[src/spi_msg_pkg.sv]
package spi_msg_pkg;

    // ==================================================
    // Message frame
    // ==================================================

    // Bits after the start bit, and bits in a response
    localparam int MSG_LEN      = 64;
    localparam int RESP_LEN     = 64;
    localparam int MSG_TYPE_LEN = 8;
    localparam int MSG_ARG_LEN  = MSG_LEN - MSG_TYPE_LEN;

    // Type codes with bit 7 set expect a response
    typedef enum logic [MSG_TYPE_LEN-1:0] {
        MSG_NOP                = 8'h00,
        MSG_LED_SET            = 8'h01,
        MSG_IMG_RESET          = 8'h02,
        MSG_IMG_SET_HEADER1    = 8'h03,
        MSG_IMG_SET_HEADER2    = 8'h04,
        MSG_IMG_CAPTURE        = 8'h05,
        MSG_ECHO               = 8'h80,
        MSG_IMG_CAPTURE_STATUS = 8'h81
    } msg_type_t;

    typedef logic [MSG_ARG_LEN-1:0] msg_arg_t;

    // Type occupies the top byte, first on the wire
    typedef struct packed {
        msg_type_t msg_type;
        msg_arg_t  arg;
    } msg_t;

    typedef logic [RESP_LEN-1:0] resp_t;

    // ==================================================
    // Peripheral registers
    // ==================================================
    typedef logic [3:0]   led_t;
    typedef logic [127:0] img_header_t;
    typedef logic [23:0]  word_count_t;

    // Header low bits are never written
    localparam int IMG_HDR_PAD = 16;

    // ImgCaptureStatus response layout
    localparam int STATUS_DONE_BIT  = 63;
    localparam int STATUS_COUNT_LSB = 32;

    // Single-cycle write strobes with the message argument
    typedef struct packed {
        logic     led_wr;
        logic     rst_wr;
        logic     hdr1_wr;
        logic     hdr2_wr;
        logic     capture;
        msg_arg_t arg;
    } reg_wr_t;

endpackage

[src/spi_msg_receiver.sv]
`timescale 1ns/1ps

module spi_msg_receiver import spi_msg_pkg::*; (
    input  logic spi_clk,
    input  logic spi_rst_,
    input  logic spi_data_in,
    input  logic listen,
    output msg_t msg,
    output logic msg_valid
);

    typedef enum logic {
        RX_IDLE,
        RX_SHIFT
    } rx_state_t;

    localparam int CNT_W = $clog2(MSG_LEN);
    localparam logic [CNT_W-1:0] LAST_BIT = CNT_W'(MSG_LEN - 1);

    rx_state_t          state;
    logic [CNT_W-1:0]   bit_cnt;
    logic [MSG_LEN-1:0] shift_q;

    always_ff @(posedge spi_clk or negedge spi_rst_) begin
        if (!spi_rst_) begin
            state     <= RX_IDLE;
            bit_cnt   <= '0;
            msg_valid <= 1'b0;
        end else begin
            msg_valid <= 1'b0;
            case (state)
                RX_IDLE: begin
                    // First high bit on the line is the start bit
                    if (listen && spi_data_in) begin
                        state   <= RX_SHIFT;
                        bit_cnt <= '0;
                    end
                end
                RX_SHIFT: begin
                    bit_cnt <= bit_cnt + 1'b1;
                    if (bit_cnt == LAST_BIT) begin
                        state     <= RX_IDLE;
                        msg_valid <= 1'b1;
                    end
                end
                default: state <= RX_IDLE;
            endcase
        end
    end

    // MSB first
    always_ff @(posedge spi_clk) begin
        if (state == RX_SHIFT) begin
            shift_q <= {shift_q[MSG_LEN-2:0], spi_data_in};
        end
    end

    assign msg = msg_t'(shift_q);

endmodule

[src/spi_resp_shifter.sv]
`timescale 1ns/1ps

module spi_resp_shifter import spi_msg_pkg::*; (
    input  logic  spi_clk,
    input  logic  spi_rst_,
    input  resp_t resp,
    input  logic  resp_load,
    output logic  spi_data_out,
    output logic  spi_data_oe,
    output logic  resp_done
);

    localparam int CNT_W = $clog2(RESP_LEN);
    localparam logic [CNT_W-1:0] LAST_BIT = CNT_W'(RESP_LEN - 1);

    logic [CNT_W-1:0]    bit_cnt;
    logic [RESP_LEN-1:0] shift_q;

    always_ff @(posedge spi_clk or negedge spi_rst_) begin
        if (!spi_rst_) begin
            spi_data_oe <= 1'b0;
            bit_cnt     <= '0;
            resp_done   <= 1'b0;
        end else begin
            resp_done <= 1'b0;
            if (resp_load) begin
                spi_data_oe <= 1'b1;
                bit_cnt     <= LAST_BIT;
            end else if (spi_data_oe) begin
                if (bit_cnt == '0) begin
                    spi_data_oe <= 1'b0;
                    resp_done   <= 1'b1;
                end else begin
                    bit_cnt <= bit_cnt - 1'b1;
                end
            end
        end
    end

    // Zeros shift in behind the response and leave the line low
    always_ff @(posedge spi_clk or negedge spi_rst_) begin
        if (!spi_rst_) begin
            shift_q <= '0;
        end else if (resp_load) begin
            shift_q <= resp;
        end else if (spi_data_oe) begin
            shift_q <= shift_q << 1;
        end
    end

    assign spi_data_out = shift_q[RESP_LEN-1];

endmodule

[src/img_cmd_regs.sv]
`timescale 1ns/1ps

module img_cmd_regs import spi_msg_pkg::*; (
    input  logic        spi_clk,
    input  logic        spi_rst_,
    input  reg_wr_t     reg_wr,
    output led_t        led,
    output logic        img_rst_,
    output img_header_t img_header,
    output logic        capture_req
);

    // Upper and lower header words
    msg_arg_t hdr1_q;
    msg_arg_t hdr2_q;

    always_ff @(posedge spi_clk or negedge spi_rst_) begin
        if (!spi_rst_) begin
            led         <= '0;
            img_rst_    <= 1'b0;
            hdr1_q      <= '0;
            hdr2_q      <= '0;
            capture_req <= 1'b0;
        end else begin
            if (reg_wr.led_wr) begin
                led <= reg_wr.arg[$bits(led_t)-1:0];
            end
            // Low holds the imager in reset
            if (reg_wr.rst_wr) begin
                img_rst_ <= reg_wr.arg[0];
            end
            if (reg_wr.hdr1_wr) begin
                hdr1_q <= reg_wr.arg;
            end
            if (reg_wr.hdr2_wr) begin
                hdr2_q <= reg_wr.arg;
            end
            // Capture request is a toggle into the imager domain
            if (reg_wr.capture) begin
                capture_req <= ~capture_req;
            end
        end
    end

    assign img_header = {hdr1_q, hdr2_q, {IMG_HDR_PAD{1'b0}}};

endmodule

[src/capture_done_flag.sv]
`timescale 1ns/1ps

module capture_done_flag (
    input  logic spi_clk,
    input  logic spi_rst_,
    input  logic capture_done,
    input  logic ack,
    output logic capture_done_pending
);

    // Two-flop synchronizer for the done toggle
    logic [1:0] sync_q;
    logic       ack_q;

    always_ff @(posedge spi_clk or negedge spi_rst_) begin
        if (!spi_rst_) begin
            sync_q <= '0;
            ack_q  <= 1'b0;
        end else begin
            sync_q <= {sync_q[0], capture_done};
            // Only consume a pending event
            if (ack && capture_done_pending) begin
                ack_q <= ~ack_q;
            end
        end
    end

    // Pending while the toggles disagree
    assign capture_done_pending = sync_q[1] ^ ack_q;

endmodule

[src/spi_msg_ctrl.sv]
`timescale 1ns/1ps

module spi_msg_ctrl import spi_msg_pkg::*; #(
    parameter int TURNAROUND_CYCLES = 6
) (
    input  logic        spi_clk,
    input  logic        spi_rst_,
    input  msg_t        msg,
    input  logic        msg_valid,
    input  logic        capture_done_pending,
    input  word_count_t capture_word_count,
    input  logic        resp_done,
    output logic        listen,
    output reg_wr_t     reg_wr,
    output resp_t       resp,
    output logic        resp_load
);

    typedef enum logic [1:0] {
        ST_LISTEN,
        ST_TURNAROUND,
        ST_RESPOND
    } ctrl_state_t;

    // Four bits hold up to 15 turnaround cycles
    localparam logic [3:0] TA_LAST = 4'(TURNAROUND_CYCLES - 1);

    ctrl_state_t state;
    logic [3:0]  ta_cnt;
    logic        has_resp;
    resp_t       resp_next;

    // ==================================================
    // Message decode
    // ==================================================
    always_comb begin
        reg_wr     = '0;
        reg_wr.arg = msg.arg;
        has_resp   = 1'b0;
        resp_next  = '0;
        case (msg.msg_type)
            MSG_LED_SET:         reg_wr.led_wr  = msg_valid;
            MSG_IMG_RESET:       reg_wr.rst_wr  = msg_valid;
            MSG_IMG_SET_HEADER1: reg_wr.hdr1_wr = msg_valid;
            MSG_IMG_SET_HEADER2: reg_wr.hdr2_wr = msg_valid;
            MSG_IMG_CAPTURE:     reg_wr.capture = msg_valid;
            MSG_ECHO: begin
                has_resp  = 1'b1;
                resp_next = {msg.arg, {(RESP_LEN - MSG_ARG_LEN){1'b0}}};
            end
            MSG_IMG_CAPTURE_STATUS: begin
                has_resp = 1'b1;
                resp_next[STATUS_DONE_BIT] = capture_done_pending;
                resp_next[STATUS_COUNT_LSB +: $bits(word_count_t)] = capture_word_count;
            end
            // Nop and unknown codes do nothing
            default: ;
        endcase
    end

    // Status is captured on the cycle after the message lands
    always_ff @(posedge spi_clk) begin
        if (msg_valid && has_resp) begin
            resp <= resp_next;
        end
    end

    // ==================================================
    // Sequencing
    // ==================================================

    // Drop listen as soon as a message arrives
    assign listen    = (state == ST_LISTEN) && !msg_valid;
    assign resp_load = (state == ST_TURNAROUND) && (ta_cnt == '0);

    always_ff @(posedge spi_clk or negedge spi_rst_) begin
        if (!spi_rst_) begin
            state  <= ST_LISTEN;
            ta_cnt <= '0;
        end else begin
            case (state)
                ST_LISTEN: begin
                    if (msg_valid && has_resp) begin
                        state  <= ST_TURNAROUND;
                        ta_cnt <= TA_LAST;
                    end
                end
                ST_TURNAROUND: begin
                    if (ta_cnt == '0) begin
                        state <= ST_RESPOND;
                    end else begin
                        ta_cnt <= ta_cnt - 4'd1;
                    end
                end
                ST_RESPOND: begin
                    // Line belongs to the shifter until the last bit
                    if (resp_done) begin
                        state <= ST_LISTEN;
                    end
                end
                default: state <= ST_LISTEN;
            endcase
        end
    end

endmodule

[src/spi_msg_top.sv]
`timescale 1ns/1ps

module spi_msg_top import spi_msg_pkg::*; #(
    parameter int TURNAROUND_CYCLES = 6
) (
    input  logic        spi_clk,
    input  logic        spi_rst_,
    input  logic        spi_data_in,
    output logic        spi_data_out,
    output logic        spi_data_oe,
    output led_t        led,
    output logic        img_rst_,
    output img_header_t img_header,
    output logic        capture_req,
    input  logic        capture_done,
    input  word_count_t capture_word_count
);

    // Receiver to controller
    msg_t    msg;
    logic    msg_valid;
    logic    listen;

    // Controller to registers and shifter
    reg_wr_t reg_wr;
    resp_t   resp;
    logic    resp_load;
    logic    resp_done;

    logic    capture_done_pending;

    spi_msg_receiver i_spi_msg_receiver (
        .spi_clk     (spi_clk),
        .spi_rst_    (spi_rst_),
        .spi_data_in (spi_data_in),
        .listen      (listen),
        .msg         (msg),
        .msg_valid   (msg_valid)
    );

    spi_msg_ctrl #(
        .TURNAROUND_CYCLES (TURNAROUND_CYCLES)
    ) i_spi_msg_ctrl (
        .spi_clk              (spi_clk),
        .spi_rst_             (spi_rst_),
        .msg                  (msg),
        .msg_valid            (msg_valid),
        .capture_done_pending (capture_done_pending),
        .capture_word_count   (capture_word_count),
        .resp_done            (resp_done),
        .listen               (listen),
        .reg_wr               (reg_wr),
        .resp                 (resp),
        .resp_load            (resp_load)
    );

    spi_resp_shifter i_spi_resp_shifter (
        .spi_clk      (spi_clk),
        .spi_rst_     (spi_rst_),
        .resp         (resp),
        .resp_load    (resp_load),
        .spi_data_out (spi_data_out),
        .spi_data_oe  (spi_data_oe),
        .resp_done    (resp_done)
    );

    img_cmd_regs i_img_cmd_regs (
        .spi_clk     (spi_clk),
        .spi_rst_    (spi_rst_),
        .reg_wr      (reg_wr),
        .led         (led),
        .img_rst_    (img_rst_),
        .img_header  (img_header),
        .capture_req (capture_req)
    );

    // The capture strobe doubles as the done-flag acknowledge
    capture_done_flag i_capture_done_flag (
        .spi_clk              (spi_clk),
        .spi_rst_             (spi_rst_),
        .capture_done         (capture_done),
        .ack                  (reg_wr.capture),
        .capture_done_pending (capture_done_pending)
    );

endmodule

[config.mk]
export PLATFORM = sky130hd
export DESIGN_NAME = spi_msg_top
export DESIGN_NICKNAME = d
export VERILOG_FILES = /design/src/spi_msg_pkg.sv /design/src/spi_msg_receiver.sv /design/src/spi_resp_shifter.sv /design/src/img_cmd_regs.sv /design/src/capture_done_flag.sv /design/src/spi_msg_ctrl.sv /design/src/spi_msg_top.sv
export SDC_FILE = /design/constraint.sdc
export NUM_CORES = 1
export LEC_CHECK = 0
export BUFFER_PORTS_ARGS = -buffer_cell sky130_fd_sc_hd__buf_2
export CORE_ASPECT_RATIO = 0.9
export CORE_MARGIN = 2
export CORE_UTILIZATION = 57
export CTS_CLUSTER_DIAMETER = 120
export CTS_CLUSTER_SIZE = 16
export DETAILED_ROUTE_END_ITERATION = 7
export PLACE_DENSITY = 0.79
export REMOVE_ABC_BUFFERS = 1
export SLEW_MARGIN = 10
export SYNTH_ARGS = -nofsm -noshare
export SYNTH_HDL_FRONTEND = slang
export SYNTH_SLANG_ARGS = --single-unit
[constraint.sdc]
create_clock -name spi_clk -period 3.5 [get_ports spi_clk]
set_input_delay 1.05 -clock spi_clk [delete_from_list [all_inputs] [get_ports spi_clk]]
set_output_delay 1.05 -clock spi_clk [all_outputs]
set_load 0.02 [all_outputs]
==> qor.yml, run 1 <==
status: "completed"
synth-simple-area-share: 0.06512
dpl_cell_area_um2: 13650
drtPass1Iterations: 5
end_kind: "flop"
cp.required_ns: 3.89
worstSetupStartpoint: "i_spi_msg_receiver.msg[59]$_DFFE_PP_"
dieHeight_um: 145.1
period_needed_ns: 2.577
synth_ff_type: "dfrtp_1"
clockBufferDepth: 3
grt_pass1_vias: 7263
cp.arrival_ns: 2.96
synth-seq-cells: 319
hold_buffers: 0
cts_resized: 0
grt_pass1_wl_um: 39230
hold_class: "flop to flop"
syn_avg_cell_area_um2: 15.28
r2r_cells: 3
dp_hpwl_um: 14720
ys.warnings.count: 0
r2r_end: "i_img_cmd_regs.hdr2_q[29]$_DFFE_PN0P_"
drt_iter0_drc: 534
start_util: 0.5809
htreeDepth: 1
skew_ns: 0.006686
cts_root_buf: "clkbuf_16"
cellPowerDensity_nw_per_um2: 547.4
synth-edff-count: 120
yosys.area_share.adder: 0.004964
maxCapViolations: 0
numCtsBuffers: 23
dr_total_vias: 7125
antenna_found_initial: 0
leakagePower_uw: 0.006627
diodes: 0
endpoint: "i_img_cmd_regs.hdr2_q[29]$_DFFE_PN0P_"
core_um2: 21700
nets: 997
wire_per_inst_um: 18.91
post-route-period-util: 0.7363
synth_cell_types: 48
tightest_slew_ns: 1.088
postSynthCellCount: 825
setup_viol: 0
slew_violations: 0
grtUsageTotal: 0.2082
drt_wl_total_um: 23980
synth-seq-area-share: 0.6810
clkTransAtPathRegs_ns: 0.07
clock_latency_ns: 0.51
ant_nets: 0
synth_compound_area_frac: 0.05510
max_slew_margin: 0.2746
clkSinkCount: 319
cts_tree: "done"
crit_type: "flop to flop"
hold_viol_final: 0
netlist_area_um2: 12600
dieWidth_um: 160.7
area_growth_pct: 13.35
start_kind: "flop"
rsz0062_at_grt: "false"
io_pins: 164
fmax_mhz: 388.0
muxShareOfSynthArea: 0.1636
layout-drive-gt1-share: 0.3316
final_area_um2: 14290
fillers: 1549
drc: 0
port_buffers: 147
grt_overflow: 0
cp_max_fo: 56
grt_max_degree: 76
synthArstFlopShare: 0.6238
row_count: 51
dieArea_um2: 23320
vias_per_cell: 5.619
cts_setup_buffers: 0
synth_xor_area_frac: 0.001390
ir_worst_vdd_mv: 0.3027
reg2reg_setup_slack_ns: 0.92
synth_top_family_by_area: "multiplexers"
gp_congestion: 0.7532
fin_total_pwr_uw: 7820
timing.rr.start: "i_spi_msg_receiver.msg[59]$_DFFE_PP_"
==> stage by stage <==
step	instances	setup WS, ns	TNS [ns]	util	hold slack, ns
after detailed placement	1230	0.9302	0	0.6294	0.3699
after global placement	1230	0.9753	0	0.6294	0.3340
final	1268	0.9230	0	0.6585	0.3737
after floorplan	776	-1.523	-123.65	-	0.3312
after global routing	1268	0.7952	0	0.6585	0.3863
after CTS	1268	0.9075	0	0.6585	0.3856
==> power breakdown <==
group / internal (µW) / switching (µW)
registers: 4480 / 536
logic: 173 / 229
clock network: 1230 / 1180
total: 5880 / 1940
==> critical path, stage by stage (launching register included) <==
cell and delay, ns:
edfxtp_1 0.42, or4_4 0.61, or4_4 0.95, mux2_4 0.45
==> cell type report <==
type,instances,area (µm²),area share
Clock buffer,38,631.9,0.04423
Inverter,5,18.77,0.001314
Multi-Input combinational cell,452,3766,0.2636
Sequential cell,319,8591,0.6013
Tap cell,291,364.1,0.02549
Timing Repair Buffer,163,914.6,0.06402
==> state kept, by name, indices dropped and copies added, names as in the netlist, 6 cells and up <==
register / count
i_img_cmd_regs.hdr1_q: 56
i_spi_resp_shifter.shift_q: 56
i_spi_msg_ctrl.resp: 56
i_spi_msg_receiver.msg: 64
i_img_cmd_regs.hdr2_q: 56
i_spi_msg_receiver.bit_cnt: 6
i_spi_resp_shifter.bit_cnt: 6
==> worst min path at each step <==
stage | from | endpoint | depth (start not counted)
after floorplan | i_capture_done_flag.sync_q[0]$_DFF_PN0_ | i_capture_done_flag.sync_q[1]$_DFF_PN0_ | 0
after global placement | i_capture_done_flag.sync_q[0]$_DFF_PN0_ | i_capture_done_flag.sync_q[1]$_DFF_PN0_ | 0
after detailed placement | i_capture_done_flag.sync_q[0]$_DFF_PN0_ | i_capture_done_flag.sync_q[1]$_DFF_PN0_ | 0
after CTS | i_capture_done_flag.sync_q[0]$_DFF_PN0_ | i_capture_done_flag.sync_q[1]$_DFF_PN0_ | 0
after global routing | i_capture_done_flag.sync_q[0]$_DFF_PN0_ | i_capture_done_flag.sync_q[1]$_DFF_PN0_ | 0
final | i_capture_done_flag.sync_q[0]$_DFF_PN0_ | i_capture_done_flag.sync_q[1]$_DFF_PN0_ | 0
==> cell families after synthesis <==
kind of cell / after synthesis
buf+inv: 69
simple gates: 143
mux: 176
compound gates: 110
xor+xnor: 2
flops: 319
other cells: 1
fa+ha+maj: 5
==> layer usage <==
layer / vias to the layer above / GRT usage / routed length, µm
met4: 0 / 0.03839 / 398
met2: 208 / 0.3345 / 11230
met5: - / 0 / 0
met1: 3607 / 0.3056 / 10990
met3: 31 / 0.03716 / 1362
li1: 3279 / - / -
==> synthesized netlist by cell type (5+ instances only) <==
| cell | count | area share |
|---|---|---|
| nor3_1 | 5 | 0.0020 |
| nand3_1 | 60 | 0.024 |
| ha_1 | 5 | 0.0050 |
| buf_4 | 16 | 0.0095 |
| and2_1 | 31 | 0.015 |
| o21ai_0 | 60 | 0.024 |
| dfrtp_1 | 199 | 0.40 |
| a22o_1 | 26 | 0.018 |
| nor2_1 | 8 | 0.0024 |
| nand2_1 | 6 | 0.0018 |
| edfxtp_1 | 120 | 0.29 |
| buf_6 | 5 | 0.0045 |
| mux2_4 | 40 | 0.048 |
| inv_1 | 5 | 0.0015 |
| mux2i_1 | 56 | 0.044 |
| mux2_2 | 80 | 0.071 |
| a21oi_1 | 8 | 0.0032 |
| clkbuf_1 | 40 | 0.012 |
| nand2b_1 | 6 | 0.0030 |
==> placed cells by master, fill, tap and decap left out, types with 2 or more instances in the layout <==
master | netlist | layout
dfrtp_1 | 199 | 197
buf_2 | 2 | 146
edfxtp_1 | 120 | 120
mux2_2 | 80 | 80
o21ai_0 | 60 | 60
nand3_1 | 60 | 59
mux2i_1 | 56 | 56
mux2_4 | 40 | 40
and2_1 | 31 | 31
a22o_1 | 26 | 26
clkbuf_16 | 0 | 23
conb_1 | 1 | 16
clkbuf_1 | 40 | 15
buf_4 | 16 | 12
a21oi_1 | 8 | 8
nor2_1 | 8 | 7
nand2b_1 | 6 | 6
nand2_1 | 6 | 6
inv_1 | 5 | 5
nor3_1 | 5 | 5
ha_1 | 5 | 5
buf_12 | 0 | 4
nor4_1 | 3 | 3
nand4_1 | 3 | 3
or2_2 | 3 | 3
a211o_1 | 3 | 3
or4_4 | 2 | 2
xor2_1 | 2 | 2
or4b_2 | 2 | 2
nor2b_1 | 3 | 2
a21boi_0 | 2 | 2
nand3b_1 | 2 | 2
a211oi_1 | 2 | 2
o211ai_1 | 2 | 2
dfrtp_4 | 0 | 2
Note: power is estimated with default switching activity, not from simulation.
==> run 2, diff against run 1 <==
Settings changed: ABC_AREA from default to 1.
Clock period 3.5 ns to 2.6 ns, I/O delays scaled along.
==> qor.yml, run 2 <==
cts_setup_buffers: 0  # unchanged
synth-seq-area-share: 0.6763  # -0.004767
core_um2: 21760  # +0.29%
cp_max_fo: 39  # -30%
top_usage_layer: "met2"
largest_reg_flops: 64  # unchanged
cp_common_cell: "nand2_1"
hold_viol_final: 0  # unchanged
dieHeight_um: 145.6  # +0.34%
stdcell_count: 1574  # +24%
postSynthCellCount: 1141  # +38%
dieWidth_um: 161.3  # +0.34%
dpl_cell_area_um2: 13550  # -0.77%
final_common_cell: "nand2_1"
grt_pass1_wl_um: 41970  # +7.0%
status: "completed"
hold_buffers: 0  # unchanged
numCtsBuffers: 23  # unchanged
row_count: 51  # unchanged
synthTopCellsByArea: "dfrtp_1 39%, edfxtp_1 28%, nand3_1 7.7%, nand2_1 6.2%, o21ai_0 2.6%"
mostFrequentLayoutCells: "208 x nand2_1, 197 x dfrtp_1, 195 x nand3_1, 146 x buf_2, 120 x edfxtp_1"
drt_wl_total_um: 25530  # +6.5%
grt_overflow: 0  # unchanged
post-synth-top-count-cell: "nand2_1"
io_pins: 164  # unchanged
power.share.sequential: 0.604  # -0.037
synth_common_cells: "210 x nand2_1, 199 x dfrtp_1, 195 x nand3_1"
ant_nets: 0  # unchanged
start_kind: "flop"
ys.warnings.count: 0  # unchanged
post-route-period-util: 0.8610  # +0.1247
clkTransAtPathRegs_ns: 0.07  # about the same
setup_viol: 0  # unchanged
period_needed_ns: 2.239  # -0.3383 ns
final_area_um2: 14200  # -0.62%
gp_congestion: 0.7968  # +5.8%
wire_per_inst_um: 16.22  # -14%
use_met3: 0.03876  # +0.001593
ir_worst_vdd_mv: 0.4729  # +56%
crit_type: "flop to flop"
pwr-share-comb: 0.019  # -0.032
final_util: 0.6525  # -0.006014
skew_ns: 0.01621  # +0.009521 ns
leakagePower_uw: 0.006766  # +2.1%
port_buffers: 147  # unchanged
clkPwrFrac: 0.378  # +0.071
grtUsageTotal: 0.2192  # +0.01101
rsz0062_at_grt: "false"
cp.required_ns: 2.75  # -1.14 ns
grt_pass1_vias: 8293  # +14%
diodes: 0  # unchanged
dr_total_vias: 8472  # +19%
synth_top_area_share: 0.3924  # -0.002765
clockBufferDepth: 3  # unchanged
dp_hpwl_um: 16280  # +11%
synth_ff_type: "dfrtp_1"
power.switching_uw: 1776  # -8.6%
area_growth_pct: 11.86
synthArstFlopShare: 0.6238  # unchanged
vias_per_cell: 5.382  # -4.2%
crit_slowest_cell: "buf_4"
fin_tns_setup_ns: 0  # unchanged
synth-seq-cells: 319  # unchanged
cellPowerDensity_nw_per_um2: 614.1  # +12%
clkSinkCount: 319  # unchanged
end_kind: "flop"
slew_violations: 0  # unchanged
hold_class: "input pin to async pin"
cts_resized: 0  # unchanged
drc: 0  # unchanged
cts_root_buf: "clkbuf_16"
syn_avg_cell_area_um2: 11.12  # -27%
worstPathCellList: "inv_1 -> nand2_1 -> nor2_4 -> nand2_1 -> a21oi_4 -> buf_4"
maxCapViolations: 0  # unchanged
cp.arrival_ns: 2.39  # -0.57 ns
drt_iter0_drc: 785  # +47%
synth-edff-count: 120  # unchanged
layout-drive-gt1-share: 0.1925  # -0.1391
use_met2: 0.3521  # +0.01766
netlist_area_um2: 12690  # +0.70%
htreeDepth: 1  # unchanged
nets: 1300  # +30%
max_slew_margin: 0.5769  # +0.3023
dieArea_um2: 23480  # +0.69%
clock_latency_ns: 0.53  # +0.02 ns
synth_top_area_cell: "dfrtp_1"
post-place-cells: 1533  # +25%
globalRouteMet1Util: 0.3183  # +0.01263
cp_slowest_stage_delay_ns: 0.49  # -0.46 ns
start_util: 0.5833  # +0.002379
drtPass1Iterations: 5  # unchanged
internal-power_uw: 6942  # +18%
cts_tree: "done"
antenna_found_initial: 0  # unchanged
grt_max_degree: 95  # +25%
fmax_mhz: 446.7  # +15%
sw_frac_of_total: 0.2037  # -0.04464
synth_cell_types: 35  # -27%
tightest_slew_ns: 0.6346  # -0.4535 ns
## run 2: area by class of cell
| class | count | area, µm² |
|---|---|---|
| Tap cell | 291 | 364.1 |
| Clock buffer | 40 | 639.4 |
| Inverter | 91 | 344.1 |
| Timing Repair Buffer | 167 | 957.2 |
| Sequential cell | 319 | 8588 |
| Multi-Input combinational cell | 665 | 3296 |
| Fill cell | 1700 | 7562 |
| Clock inverter | 1 | 8.758 |
## run 2: final timing paths
path | slack [ns] | start | depth (start not counted) | end
min in group spi_clk | 0.35 | i_capture_done_flag.sync_q[0]$_DFF_PN0_ | 0 | i_capture_done_flag.sync_q[1]$_DFF_PN0_
max in group asynchronous | 1.58 | spi_rst_ | 2 | i_img_cmd_regs.hdr1_q[12]$_DFFE_PN0P_
max | 0.36 | i_spi_msg_receiver.msg[62]$_DFFE_PP_ | 6 | i_spi_msg_ctrl.resp[18]$_SDFFCE_PP0P_
max reg2reg | 0.36 | i_spi_msg_receiver.msg[62]$_DFFE_PP_ | 6 | i_spi_msg_ctrl.resp[18]$_SDFFCE_PP0P_
min reg2reg | 0.35 | i_capture_done_flag.sync_q[0]$_DFF_PN0_ | 0 | i_capture_done_flag.sync_q[1]$_DFF_PN0_
min | 0.20 | spi_rst_ | 1 | i_img_cmd_regs.hdr2_q[17]$_DFFE_PN0P_
## run 2: kinds of logic (layout without fill, tap and decap cells)
group | count (synthesis) | count (layout) | share of synthesized area
AND/OR/NAND/NOR | 480 | 480 | 0.1736
flip-flops | 319 | 319 | 0.6763
buffers and inverters | 172 | 299 | 0.07058
AO/OA/AOI/OAI | 159 | 159 | 0.07088
adder cells (fa/ha/maj) | 5 | 5 | 0.004929
XOR/XNOR | 5 | 5 | 0.003450
other | 1 | 16 | 0.0002955
## run 2: stage by stage
stage          worst slack, ns  hold slack, ns  power [µW]
2_1_floorplan           -2.455          0.3312        5411
3_3_place_gp            0.5264          0.3339        5530
3_5_place_dp            0.4069          0.3356        5534
4_1_cts                 0.3616          0.2144        8793
5_1_grt                 0.2504          0.2225        9000
6_report                0.3613          0.2023        8719
## run 2: layer usage
metal  wire, µm  up-vias  part of all wire
li1           -     4058                 -
met1      11290     4109              0.44
met2      12190      276              0.48
met3       1609       29             0.063
met4        434        0             0.017
met5          0        -                 0
## run 2: critical path: cells and delay by family, from the launching register on
| kind | cells | cell delay [ns] |
|---|---|---|
| buffers and inverters | 2 | 0.57 |
| AND/OR/NAND/NOR | 3 | 0.66 |
| AO/OA/AOI/OAI | 1 | 0.20 |
| flip-flops | 1 | 0.42 |
## run 2: power by group through the flow
stage                     combinational, µW  sequential (µW)  clock, µW
after floorplan                        51.1             5360          0
after detailed placement                165             5370          0
after CTS                               166             5270       3360
after global routing                    185             5270       3550
final                                   161             5270       3290
after global placement                  163             5370          0
